### src/hdl/sizingPkg.sv
package sizingPkg;

    ////////////////////////////////////////
    // Bus encodings
    ////////////////////////////////////////

    // CPU SIZ code, same values as the 68040 pins
    typedef enum logic [1:0] {
        LWORD = 2'b00,
        BYTE  = 2'b01,
        WORD  = 2'b10,
        LINE  = 2'b11
    } transferSize;

    // Host termination code
    typedef enum logic [1:0] {
        LTERM    = 2'b00,           // 32 bit port
        WTERM    = 2'b01,           // 16 bit port
        WAITTERM = 2'b11            // Beat still running
    } dsackCode;

    // Transfer sequencer states
    typedef enum logic [2:0] {
        IDLE,
        START,                      // Attributes valid, dispatch read or write
        WAITACK,                    // Waiting on upper or long beat
        NEXTLONG,                   // Host start cycle of a long word
        LOWWORD                     // Second word on a 16 bit port
    } seqState;

    typedef logic [31:0] longWord;
    typedef logic [3:0]  byteLanes; // Active low, bit 3 is UU

    ////////////////////////////////////////
    // Sizes
    ////////////////////////////////////////

    localparam int LINE_LONGS = 4;              // Long words in a line
    localparam int BUF_PTR_W  = 2;              // Write buffer pointer
    localparam logic [1:0] LOW_WORD_ADDR = 2'b10;

endpackage

### src/hdl/busSizer.sv
module busSizer import sizingPkg::*; (
    input  logic        BCLK,
    input  logic        nRESET,
    // CPU side
    input  logic        nTSCpu,
    input  logic        cpuRnW,
    input  transferSize cpuSize,
    input  logic [1:0]  cpuAddr,
    input  longWord     cpuDataIn,
    output logic        nTACpu,
    output longWord     cpuDataOut,
    // Host side
    input  dsackCode    dsack,
    input  longWord     amigaDataIn,
    output logic        nTSAmiga,
    output logic        amigaRnW,
    output logic [1:0]  amigaAddr,
    output longWord     amigaDataOut,
    output byteLanes    nByteEnable
);

    // Latch to sequencer
    logic        cycleReady;
    logic        cycleTaken;
    logic        curRnW;
    transferSize curSize;
    logic [1:0]  curAddr;

    // Sequencer to datapaths
    logic        beatDone;
    logic        lowWordBeat;
    logic        wordPort;
    logic        writeTake;
    logic        drainBeat;
    logic        bufEmpty;

    ////////////////////////////////////////
    // Control
    ////////////////////////////////////////

    cycleLatch uLatch (
        .BCLK        (BCLK),
        .nRESET      (nRESET),
        .nTSCpu      (nTSCpu),
        .cpuRnW      (cpuRnW),
        .cpuSize     (cpuSize),
        .cpuAddr     (cpuAddr),
        .cycleTaken  (cycleTaken),
        .cycleReady  (cycleReady),
        .curRnW      (curRnW),
        .curSize     (curSize),
        .curAddr     (curAddr),
        .nByteEnable (nByteEnable)
    );

    transferSequencer uSeq (
        .BCLK        (BCLK),
        .nRESET      (nRESET),
        .cycleReady  (cycleReady),
        .curRnW      (curRnW),
        .curSize     (curSize),
        .curAddr     (curAddr),
        .dsack       (dsack),
        .bufEmpty    (bufEmpty),
        .cycleTaken  (cycleTaken),
        .nTSAmiga    (nTSAmiga),
        .amigaRnW    (amigaRnW),
        .amigaAddr   (amigaAddr),
        .beatDone    (beatDone),
        .lowWordBeat (lowWordBeat),
        .wordPort    (wordPort),
        .readDone    (),
        .writeTake   (writeTake),
        .nTACpu      (nTACpu),
        .drainBeat   (drainBeat)
    );

    ////////////////////////////////////////
    // Datapaths
    ////////////////////////////////////////

    readAssembler uRead (
        .BCLK        (BCLK),
        .nRESET      (nRESET),
        .amigaDataIn (amigaDataIn),
        .beatDone    (beatDone),
        .lowWordBeat (lowWordBeat),
        .wordPort    (wordPort),
        .cpuDataOut  (cpuDataOut)
    );

    writeBuffer uWrite (
        .BCLK         (BCLK),
        .nRESET       (nRESET),
        .cpuDataIn    (cpuDataIn),
        .writeTake    (writeTake),
        .drainBeat    (drainBeat),
        .lowWordBeat  (lowWordBeat),
        .amigaDataOut (amigaDataOut),
        .bufEmpty     (bufEmpty)
    );

endmodule

### src/hdl/cycleLatch.sv
module cycleLatch import sizingPkg::*; (
    input  logic        BCLK,
    input  logic        nRESET,
    input  logic        nTSCpu,
    input  logic        cpuRnW,
    input  transferSize cpuSize,
    input  logic [1:0]  cpuAddr,
    input  logic        cycleTaken,
    output logic        cycleReady,
    output logic        curRnW,
    output transferSize curSize,
    output logic [1:0]  curAddr,
    output byteLanes    nByteEnable
);

    logic        heldRnW;
    transferSize heldSize;
    logic [1:0]  heldAddr;

    // Lane decode, UU lane sits at address 00
    function automatic byteLanes laneDecode(input transferSize size, input logic [1:0] addr);
        byteLanes lanes;
        case (size)
            BYTE:    lanes = ~(4'b1000 >> addr);
            WORD:    lanes = addr[1] ? 4'b1100 : 4'b0011;
            default: lanes = 4'b0000;               // LWORD and LINE use all lanes
        endcase
        return lanes;
    endfunction

    // Pending cycle attributes
    always_ff @(posedge BCLK) begin
        if (!nTSCpu) begin
            heldRnW  <= cpuRnW;
            heldSize <= cpuSize;
            heldAddr <= cpuAddr;
        end
    end

    always_ff @(posedge BCLK or negedge nRESET) begin
        if (!nRESET) begin
            cycleReady  <= 1'b0;
            curRnW      <= 1'b1;
            curSize     <= LWORD;
            curAddr     <= 2'b00;
            nByteEnable <= 4'b1111;                 // Nothing enabled out of reset
        end else begin
            if (!nTSCpu) begin
                cycleReady <= 1'b1;                 // A new start wins over the take
            end else if (cycleTaken) begin
                cycleReady <= 1'b0;
            end
            // Pending cycle becomes the active one
            if (cycleTaken) begin
                curRnW      <= heldRnW;
                curSize     <= heldSize;
                curAddr     <= heldAddr;
                nByteEnable <= laneDecode(heldSize, heldAddr);
            end
        end
    end

endmodule

### src/hdl/readAssembler.sv
module readAssembler import sizingPkg::*; (
    input  logic    BCLK,
    input  logic    nRESET,
    input  longWord amigaDataIn,
    input  logic    beatDone,
    input  logic    lowWordBeat,
    input  logic    wordPort,
    output longWord cpuDataOut
);

    logic [15:0] portWord;                  // A word port drives D31-D16 only

    assign portWord = amigaDataIn[31:16];

    ////////////////////////////////////////
    // Read assembly
    ////////////////////////////////////////

    // Upper word lands in both halves, so BYTE and WORD reads
    // at any address find their lanes. The low word beat of a
    // long word then overwrites the lower half only.
    always_ff @(posedge BCLK or negedge nRESET) begin
        if (!nRESET) begin
            cpuDataOut <= '0;
        end else if (beatDone) begin
            if (lowWordBeat) begin
                cpuDataOut[15:0] <= portWord;           // Second word, lower half
            end else if (wordPort) begin
                cpuDataOut <= {portWord, portWord};     // Mirror to both halves
            end else begin
                cpuDataOut <= amigaDataIn;              // Long port, all lanes
            end
        end
    end

endmodule

### src/hdl/transferSequencer.sv
module transferSequencer import sizingPkg::*; (
    input  logic        BCLK,
    input  logic        nRESET,
    input  logic        cycleReady,
    input  logic        curRnW,
    input  transferSize curSize,
    input  logic [1:0]  curAddr,
    input  dsackCode    dsack,
    input  logic        bufEmpty,
    output logic        cycleTaken,
    output logic        nTSAmiga,
    output logic        amigaRnW,
    output logic [1:0]  amigaAddr,
    output logic        beatDone,
    output logic        lowWordBeat,
    output logic        wordPort,
    output logic        readDone,
    output logic        writeTake,
    output logic        nTACpu,
    output logic        drainBeat
);

    seqState state;
    seqState nextState;

    logic [BUF_PTR_W:0] longCnt;      // CPU takes on writes, then long word index
    logic [BUF_PTR_W:0] longCntNext;
    logic [BUF_PTR_W:0] longTotal;
    logic               lastLong;
    logic               portLatch;
    logic               upperDone;
    logic               longEnd;
    logic               hostStart;
    logic               takeNext;

    ////////////////////////////////////////
    // Beat decode
    ////////////////////////////////////////

    assign longTotal = (curSize == LINE) ? (BUF_PTR_W + 1)'(LINE_LONGS) : (BUF_PTR_W + 1)'(1);
    assign lastLong  = (longCnt == longTotal - 1'b1);

    assign cycleTaken  = (state == IDLE) && cycleReady && bufEmpty;
    assign beatDone    = ((state == WAITACK) || (state == LOWWORD)) && (dsack != WAITTERM);
    // Word port answered the upper half of a long word
    assign upperDone   = (state == WAITACK) && (dsack == WTERM) &&
                         ((curSize == LWORD) || (curSize == LINE));
    assign longEnd     = beatDone && !upperDone;
    assign readDone    = longEnd && curRnW;      // TA follows one cycle later
    assign drainBeat   = longEnd && !curRnW;
    assign lowWordBeat = (state == LOWWORD);
    // Datapaths need the width on the first beat itself
    assign wordPort    = (state == WAITACK) ? (dsack == WTERM) : portLatch;

    ////////////////////////////////////////
    // Next state
    ////////////////////////////////////////

    always_comb begin
        nextState   = state;
        longCntNext = longCnt;
        hostStart   = 1'b0;
        takeNext    = 1'b0;
        case (state)
            IDLE: begin
                if (cycleTaken) begin
                    nextState   = START;
                    longCntNext = '0;
                end
            end
            START: begin
                if (!curRnW && (longCnt != longTotal)) begin
                    takeNext    = 1'b1;             // One CPU ack per long word
                    longCntNext = longCnt + 1'b1;
                end else begin
                    hostStart   = 1'b1;             // Reads go straight out
                    longCntNext = '0;
                    nextState   = NEXTLONG;
                end
            end
            NEXTLONG: nextState = WAITACK;           // nTSAmiga low in this cycle
            WAITACK: begin
                if (upperDone) begin
                    nextState = LOWWORD;
                end
            end
            LOWWORD: nextState = LOWWORD;
            default: nextState = IDLE;
        endcase

        // End of a long word, from either beat state
        if (longEnd) begin
            if (lastLong) begin
                nextState = IDLE;
            end else begin
                hostStart   = 1'b1;
                longCntNext = longCnt + 1'b1;
                nextState   = NEXTLONG;
            end
        end
    end

    ////////////////////////////////////////
    // Registers and bus outputs
    ////////////////////////////////////////

    always_ff @(posedge BCLK or negedge nRESET) begin
        if (!nRESET) begin
            state     <= IDLE;
            longCnt   <= '0;
            portLatch <= 1'b0;
            nTSAmiga  <= 1'b1;
            amigaRnW  <= 1'b1;
            amigaAddr <= 2'b00;
            writeTake <= 1'b0;
            nTACpu    <= 1'b1;
        end else begin
            state     <= nextState;
            longCnt   <= longCntNext;
            writeTake <= takeNext;
            nTACpu    <= !(readDone || takeNext);   // Read ack or write take
            nTSAmiga  <= !(hostStart || upperDone); // One cycle per host start

            if (hostStart) begin
                amigaRnW  <= curRnW;
                amigaAddr <= curAddr;
            end else if (upperDone) begin
                amigaAddr <= LOW_WORD_ADDR;         // Second word of the long word
            end else if (nextState == IDLE) begin
                amigaRnW  <= 1'b1;
            end

            // Port width from the first dsack of the cycle
            if ((state == WAITACK) && beatDone && (longCnt == '0)) begin
                portLatch <= (dsack == WTERM);
            end
        end
    end

endmodule

### src/hdl/writeBuffer.sv
module writeBuffer import sizingPkg::*; (
    input  logic    BCLK,
    input  logic    nRESET,
    input  longWord cpuDataIn,
    input  logic    writeTake,
    input  logic    drainBeat,
    input  logic    lowWordBeat,
    output longWord amigaDataOut,
    output logic    bufEmpty
);

    longWord              bufMem [LINE_LONGS];
    longWord              headLong;
    logic [BUF_PTR_W-1:0] wrPtr;
    logic [BUF_PTR_W-1:0] rdPtr;
    logic [BUF_PTR_W:0]   count;        // Up to LINE_LONGS entries

    ////////////////////////////////////////
    // Storage
    ////////////////////////////////////////

    always_ff @(posedge BCLK) begin
        if (writeTake) begin
            bufMem[wrPtr] <= cpuDataIn;     // Captured at the end of the TA cycle
        end
    end

    always_ff @(posedge BCLK or negedge nRESET) begin
        if (!nRESET) begin
            wrPtr <= '0;
            rdPtr <= '0;
            count <= '0;
        end else begin
            if (writeTake) wrPtr <= wrPtr + 1'b1;
            if (drainBeat) rdPtr <= rdPtr + 1'b1;   // Whole long word gone to host
            case ({writeTake, drainBeat})
                2'b10:   count <= count + 1'b1;
                2'b01:   count <= count - 1'b1;
                default: count <= count;
            endcase
        end
    end

    ////////////////////////////////////////
    // Host lanes
    ////////////////////////////////////////

    assign headLong = bufMem[rdPtr];
    assign bufEmpty = (count == '0);

    // Word port reads D31-D16, so the lower word moves up for its beat
    assign amigaDataOut = lowWordBeat ? {headLong[15:0], headLong[15:0]} : headLong;

endmodule

### config.mk
export PLATFORM = sky130hd
export DESIGN_NAME = busSizer
export DESIGN_NICKNAME = d
export VERILOG_FILES = /design/src/hdl/sizingPkg.sv /design/src/hdl/busSizer.sv /design/src/hdl/cycleLatch.sv /design/src/hdl/readAssembler.sv /design/src/hdl/transferSequencer.sv /design/src/hdl/writeBuffer.sv
export SDC_FILE = /design/constraint.sdc
export NUM_CORES = 1
export LEC_CHECK = 0
export ABC_AREA = 1
export BUFFER_PORTS_ARGS = -buffer_cell sky130_fd_sc_hd__buf_4
export CAP_MARGIN = 40
export CORE_UTILIZATION = 50
export DETAILED_ROUTE_END_ITERATION = 10
export HOLD_SLACK_MARGIN = 0.15
export PLACE_DENSITY = 0.84
export SYNTH_ARGS = -nofsm -noshare
export SYNTH_HDL_FRONTEND = slang
export SYNTH_SLANG_ARGS = --single-unit
### constraint.sdc
create_clock -name BCLK -period 2.33 [get_ports BCLK]
set_input_delay 0.466 -clock BCLK [delete_from_list [all_inputs] [get_ports BCLK]]
set_output_delay 0.466 -clock BCLK [all_outputs]
set_load 0.02 [all_outputs]
==> flow_summary.ini, run 1 <==
[hold_path]
hold_start = cpuRnW
whs_path_depth = 1
min_to = uLatch.heldRnW$_DFFE_PN_
hold_path_class = input pin to flop

[sta]
fin_ws_ns = -0.1948
worstMarginPinSlew_ns = 0.7564
finalHoldViolCount = 0
fin_crit_ns = 2.525
max_clock_freq_mhz = 396.1
period_share = 1.084
drv_slew = 0
setup_tns_ns = -0.7899
setup_viol = 14
clock-skew-final_ns = 0.01146
rsz0062_at_grt = yes
slew_headroom = 0.4958

[clocking]
clkSinkCount = 195
clk_pin_slew_worst_paths_ns = 0.07
cts_buffers = 17
cts_tree = done
cts-root-buf = clkbuf_16
clock_path_buffers = 2
htree_levels = 4
clk_latency_ns = 0.44

[logic_synthesis]
synth_edf_count = 133
synthAdderAreaFrac = 0.01820
syn-num-nets = 791
dominantRegCellSynth = edfxtp_1
synth_top_family_by_area = compound AO/OA/AOI/OAI gates
synth_seq_cells = 195
yosys.area.top_type = edfxtp_1
async_flop_share = 0.3179
yosysMostFrequentCell = edfxtp_1
yosys.area_share.simple = 0.1075
syn_area_per_cell_um2 = 11.30
yosys_warnings = 0
ys_types = 28
syn_area_um2 = 7976
ys_seq_area_frac = 0.6965
synthMuxAreaShare = 0
syn_inst = 706
synthTopCellsByCount = edfxtp_1 (133), o21ai_0 (121), nor2_1 (100), nand2_1 (97), inv_1 (69)
synth-xor-area-share = 0.006588
synth_top_area_share = 0.5007
synth_top_cells_by_area = edfxtp_1 (50%), dfrtp_1 (17%), o21ai_0 (7.6%), nor2_1 (4.7%), nand2_1 (4.6%)
synth_compound_gate_area_share = 0.1200

[critical_path]
ff2ff_path_depth = 11
crit-reg2reg-capture = uWrite.count[2]$_DFFE_PN0P_
critical_path_required_ns = 1.86
reg2reg_slack_ns = 0.20
worst-path-max-fanout = 12
startpoint_type = flop
end_kind = output pin
r2r_start = uSeq.state[1]$_DFF_PN0_
crit_arrival_ns = 2.06
critical_path_class = flop to output pin

[floorplanning]
coreArea_um2 = 15370
die-area_um2 = 16460
die_w_um = 128.3
io_pins = 147
start_util = 0.5189
chipHeight_um = 128.3
rows = 45

[placed_design]
io_buffers = 146
hpwl_um = 11340
routabilityCongestion = 0.7808

[route]
avgRoutedWirePerCell_um = 19.03
routed_wl_um = 21070
dr.first_iter.drc_count = 410
remaining_drc_errors = 0
route.vias.total = 5988
drt-vias-per-instance = 5.409
dr.pass1.iters = 5
antenna_left = 0

[power]
clkPwrFrac = 0.174
internal-power_w = 0.009411
switching_share = 0.4006
p_per_area_nw_per_um2 = 1437
vdd_drop_max_mv = 0.8260
finalPower_w = 0.01570
p_leak_nw = 4.500
p_seq_frac = 0.318
p_comb_frac = 0.508
p_sw_w = 0.006290

[run]
drv_cap = 0

[global_routing]
grt_overflow = 0
grt_max_degree = 63
antenna_found_initial = 0
grt_usage = 0.2459
grt_pass1_vias = 6065
grt_first_pass_wirelength_um = 30150

[final_layout]
drive_gt1_frac = 0.3560
fin_nets = 968
antenna_cells = 0
area_delta_synth_final_pct = 36.94

[status]
status = finished with violations
failed_checks = negative setup slack
-- metal layers --
metal	part of all wire	vias up	global-route usage
met5	0	-	0
met4	0.022	0	0.08858
met3	0.097	42	0.07805
met2	0.51	297	0.4362
met1	0.37	2875	0.2786
li1	-	2774	-
-- worst max-delay path, cell delays in order (launching register included) --
cell and delay [ns]:
dfrtp_2 0.45, clkinv_4 0.14, buf_6 0.16, buf_16 0.15, o21ai_0 0.26, o22ai_1 0.18
nand2_1 0.10, nand2_1 0.05, buf_4 0.15
-- cell usage in the layout (no fill, tap or decap), types with 2 or more instances in the layout --
master and instances:
inv_2 3, buf_12 13, buf_8 2, o22ai_1 7, nand2_1 97, o22ai_4 2
o21ai_2 16, clkbuf_16 23, clkinv_1 2, nor2_4 11, buf_16 5, o22ai_2 14
nor2_1 66, xor2_1 5, nand2_2 4, buf_6 10, a21oi_1 3, nor2_2 24
a31oi_1 8, o21ai_1 27, clkinv_4 6, dfrtp_1 51, inv_1 66, ha_1 10
dfrtp_2 3, o21ai_0 71, edfxtp_1 133, clkinvlp_4 3, buf_4 155, clkbuf_1 2
o21ai_4 7, nand3_1 9, dfstp_2 8, nand3_2 2, o211ai_1 16
-- through the flow --
| step | area, um2 | std cells | hold slack, ns | worst slack (ns) | utilization |
|---|---|---|---|---|---|
| global route | 10920 | 1107 | 0.1925 | -0.2752 | 0.7106 |
| global placement | 9385 | 1046 | 0.4565 | 0.1991 | 0.6106 |
| floorplan | 7976 | 706 | 0.1704 | 0.04822 | - |
| finish | 10920 | 1107 | 0.2113 | -0.1948 | 0.7106 |
| CTS | 10520 | 1099 | 0.2068 | -0.01159 | 0.6843 |
| detailed placement | 9385 | 1046 | 0.4632 | 0.1790 | 0.6106 |
-- registers in the layout, summed over array words and instances (netlist names), 2 cells and up --
register,cells
uWrite.count,3
uWrite.bufMem,128
uWrite.rdPtr,2
uLatch.curSize,2
uLatch.heldAddr,2
uSeq.longCnt,3
uLatch.heldSize,2
uSeq.amigaAddr,2
uRead.cpuDataOut,32
uLatch.curAddr,2
uWrite.wrPtr,2
uSeq.state,3
uLatch.nByteEnable,4
-- what timing repair did --
item | CTS | global route
cloned | 7 | 6
resized for setup | 88 | 97
endpoints found under the hold margin | 46 | 0
hold buffers | 1 | 0
setup buffers | 13 | 5
setup endpoints to repair | 17 | 21
pin swaps | 23 | 37
-- final cells by class --
type                            count  area (um2)
Fill cell                         987        4448
Clock buffer                       19       432.9
Clock inverter                     13       113.9
Tap cell                          211       264.0
Sequential cell                   195        5559
Timing Repair Buffer              192        1864
Multi-Input combinational cell    406        2415
Inverter                           71       274.0
-- worst max-delay path by stage --
stage / from / endpoint / depth (start not counted) / slack, ns
floorplan: uWrite.rdPtr[0]$_DFFE_PN0P_ / amigaDataOut[23] / 8 / 0.05
global placement: dsack[0] / uWrite.count[2]$_DFFE_PN0P_ / 12 / 0.20
detailed placement: dsack[0] / uWrite.count[2]$_DFFE_PN0P_ / 12 / 0.18
CTS: uWrite.rdPtr[0]$_DFFE_PN0P_ / amigaDataOut[22] / 7 / -0.01
global route: uWrite.rdPtr[0]$_DFFE_PN0P_ / amigaDataOut[28] / 8 / -0.28
finish: uWrite.rdPtr[0]$_DFFE_PN0P_ / amigaDataOut[28] / 8 / -0.19
-- cell families (layout without fill, tap and decap cells) --
kind of cell    after synthesis  in the layout
xor+xnor                      6              6
fa+ha+maj                    11             11
compound gates              173            173
buf+inv                     105            295
simple gates                216            216
flops                       195            195
-- power by group through the flow --
stage | clock network, W | registers, W | logic [W]
after CTS | 0.00272 | 0.00495 | 0.00706
after global placement | 0 | 0.00495 | 0.00572
final | 0.00274 | 0.00500 | 0.00797
after global routing | 0.00291 | 0.00508 | 0.00854
after floorplan | 0 | 0.00531 | 0.00319
after detailed placement | 0 | 0.00495 | 0.00588
No activity file was read; power rests on OpenSTA's default activity.
==> run 2, diff against run 1 <==
--- a/config.mk
+++ b/config.mk
@@ -12,6 +12,7 @@
 export DETAILED_ROUTE_END_ITERATION = 10
 export HOLD_SLACK_MARGIN = 0.15
 export PLACE_DENSITY = 0.84
+export REMOVE_ABC_BUFFERS = 1
 export SYNTH_ARGS = -nofsm -noshare
 export SYNTH_HDL_FRONTEND = slang
 export SYNTH_SLANG_ARGS = --single-unit
==> run 2 against run 1 <==
Net effect: the flow still finishes with violations (negative setup slack); sequential power decreased by 1%; highest routed layer unchanged; flip-flop and latch count unchanged; critical endpoint is now amigaDataOut[23]; maximum frequency grew 8.0%; routed wire length is 9.3% lower; largest cell class unchanged; global-route usage fell by 2.0 points; clock-buffer cell count down 1; combinational power shrank 12%.
==> flow_summary.ini, run 2 (synthesis gave the netlist of run 1 again) <==
[sta]
slew_headroom = 0.6105
setup_tns_ns = -0.008632
fin_crit_ns = 2.339
max_clock_freq_mhz = 427.6
setup_viol = 1
drv_slew = 0
worstMarginPinSlew_ns = 0.5843
clock-skew-final_ns = 0.009272
rsz0062_at_grt = yes
worst_hold_slack_ns = 0.2051
fin_ws_ns = -0.008632
period_share = 1.004
finalHoldViolCount = 0

[final_layout]
drive_gt1_frac = 0.3117
mostFrequentLayoutCells = buf_4 (168), edfxtp_1 (133), nand2_1 (96)
postLayoutCoreUtil = 0.6839
largest_register_ffs = 128
instances_no_fill = 1106
antenna_cells = 0
layout_commonest_cell = buf_4
fin_nets = 967
area_delta_synth_final_pct = 31.80
top_register = uWrite.bufMem
reg_top3 = uWrite.bufMem x128, uRead.cpuDataOut x32, uLatch.nByteEnable x4

[clocking]
clkSinkCount = 195
cts_buffers = 17
clk_latency_ns = 0.43
htree_levels = 4
cts-root-buf = clkbuf_16
clk_pin_slew_worst_paths_ns = 0.07
clock_path_buffers = 2
cts_tree = done

[status]
status = finished with violations
failed_checks = negative setup slack

[global_routing]
grt_usage = 0.2264
grt_overflow = 0
grt_max_degree = 46
grt_pass1_vias = 5709
grt_first_pass_wirelength_um = 28010
antenna_found_initial = 0

[critical_path]
critPathCapture = amigaDataOut[23]
critical_path_class = flop to output pin
critical_path_required_ns = 1.86
worst-path-max-fanout = 13
r2r_start = uSeq.state[1]$_DFF_PN0_
reg2reg_slack_ns = 0.19
ff2ff_path_depth = 11
startpoint = uWrite.rdPtr[1]$_DFFE_PN0P_
startpoint_type = flop
crit_arrival_ns = 1.87
crit-reg2reg-capture = uWrite.count[2]$_DFFE_PN0P_
end_kind = output pin

[route]
highest_layer = met4
met3_length_um = 1475
drt-vias-per-instance = 5.354
wl_met2_um = 9698
avgRoutedWirePerCell_um = 17.28
drt-met1-wl_um = 7533
remaining_drc_errors = 0
route.vias.total = 5921
antenna_left = 0
dr.pass1.iters = 5
routed_wl_um = 19110
dr.first_iter.drc_count = 522

[power]
vdd_drop_max_mv = 0.7077
p_per_area_nw_per_um2 = 1400
p_leak_nw = 4.414

[placed_design]
hpwl_um = 11130
routabilityCongestion = 0.8052
io_buffers = 146
dpl_worst_slack_ns = 0.1293
placed_cells = 1053

[floorplanning]
start_util = 0.5189
die_w_um = 128.3
chipHeight_um = 128.3
coreArea_um2 = 15370
io_pins = 147
die-area_um2 = 16460
rows = 45

[run]
drv_cap = 0

[hold_path]
hold_path_class = input pin to flop
==> run 2: per-layer routing <==
layer / up-vias / global-route usage
met4: 0 / 0.07820
met1: 2832 / 0.2760
met5: - / 0
met3: 36 / 0.06052
met2: 281 / 0.3898
li1: 2772 / -
==> run 2: per-stage QoR <==
| stage | area, um2 | power (W) |
|---|---|---|
| after global routing | 10510 | 0.01558 |
| after CTS | 10080 | 0.01384 |
| final | 10510 | 0.01472 |
| after global placement | 9413 | 0.01068 |
| after detailed placement | 9413 | 0.01089 |
| after floorplan | 7834 | 0.008326 |
==> run 2: worst min-delay path by stage <==
stage                                  start                             to  slack (ns)  cells after the start
floorplan                             nRESET  uLatch.curAddr[0]$_DFFE_PN0P_        0.17                      0
CTS                               cpuSize[0]   uLatch.heldSize[0]$_DFFE_PN_        0.19                      1
global route                      cpuSize[0]   uLatch.heldSize[0]$_DFFE_PN_        0.18                      1
detailed placement  uLatch.heldRnW$_DFFE_PN_      uLatch.curRnW$_DFFE_PN1P_        0.47                      2
global placement    uLatch.heldRnW$_DFFE_PN_      uLatch.curRnW$_DFFE_PN1P_        0.46                      2
finish                            cpuSize[0]   uLatch.heldSize[0]$_DFFE_PN_        0.21                      1
==> run 2: final cells by class <==
class                           instances  area, um2
Clock buffer                           18      429.2
Fill cell                            1088       4858
Multi-Input combinational cell        406       2187
Tap cell                              211      264.0
Sequential cell                       195       5558
Inverter                               71      277.8
Timing Repair Buffer                  191       1680
Clock inverter                         14      116.4
==> run 2: worst max-delay path, cell delays in order, from the launching register on <==
cell and delay (ns):
dfrtp_2 0.41, inv_4 0.08, bufbuf_16 0.30, nor2_1 0.13
o21ai_0 0.13, a31oi_1 0.22, buf_4 0.18
==> run 2: timing repair <==
item / 4_1_cts / 5_1_grt
setup endpoints to repair: 15 / 16
hold endpoints to repair: 39 / 0
buffers inserted: 2 / 10
cloned: 2 / 6
hold buffers: 1 / 0
resized for setup: 11 / 80
pin swaps: 3 / 16
==> run 2: power breakdown <==
group / switching, W / total (W) / internal, W
Sequential: 0.000408 / 0.00495 / 0.00455
Combinational: 0.00411 / 0.00705 / 0.00294
Clock: 0.00125 / 0.00271 / 0.00146
Total: 0.00576 / 0.0147 / 0.00895
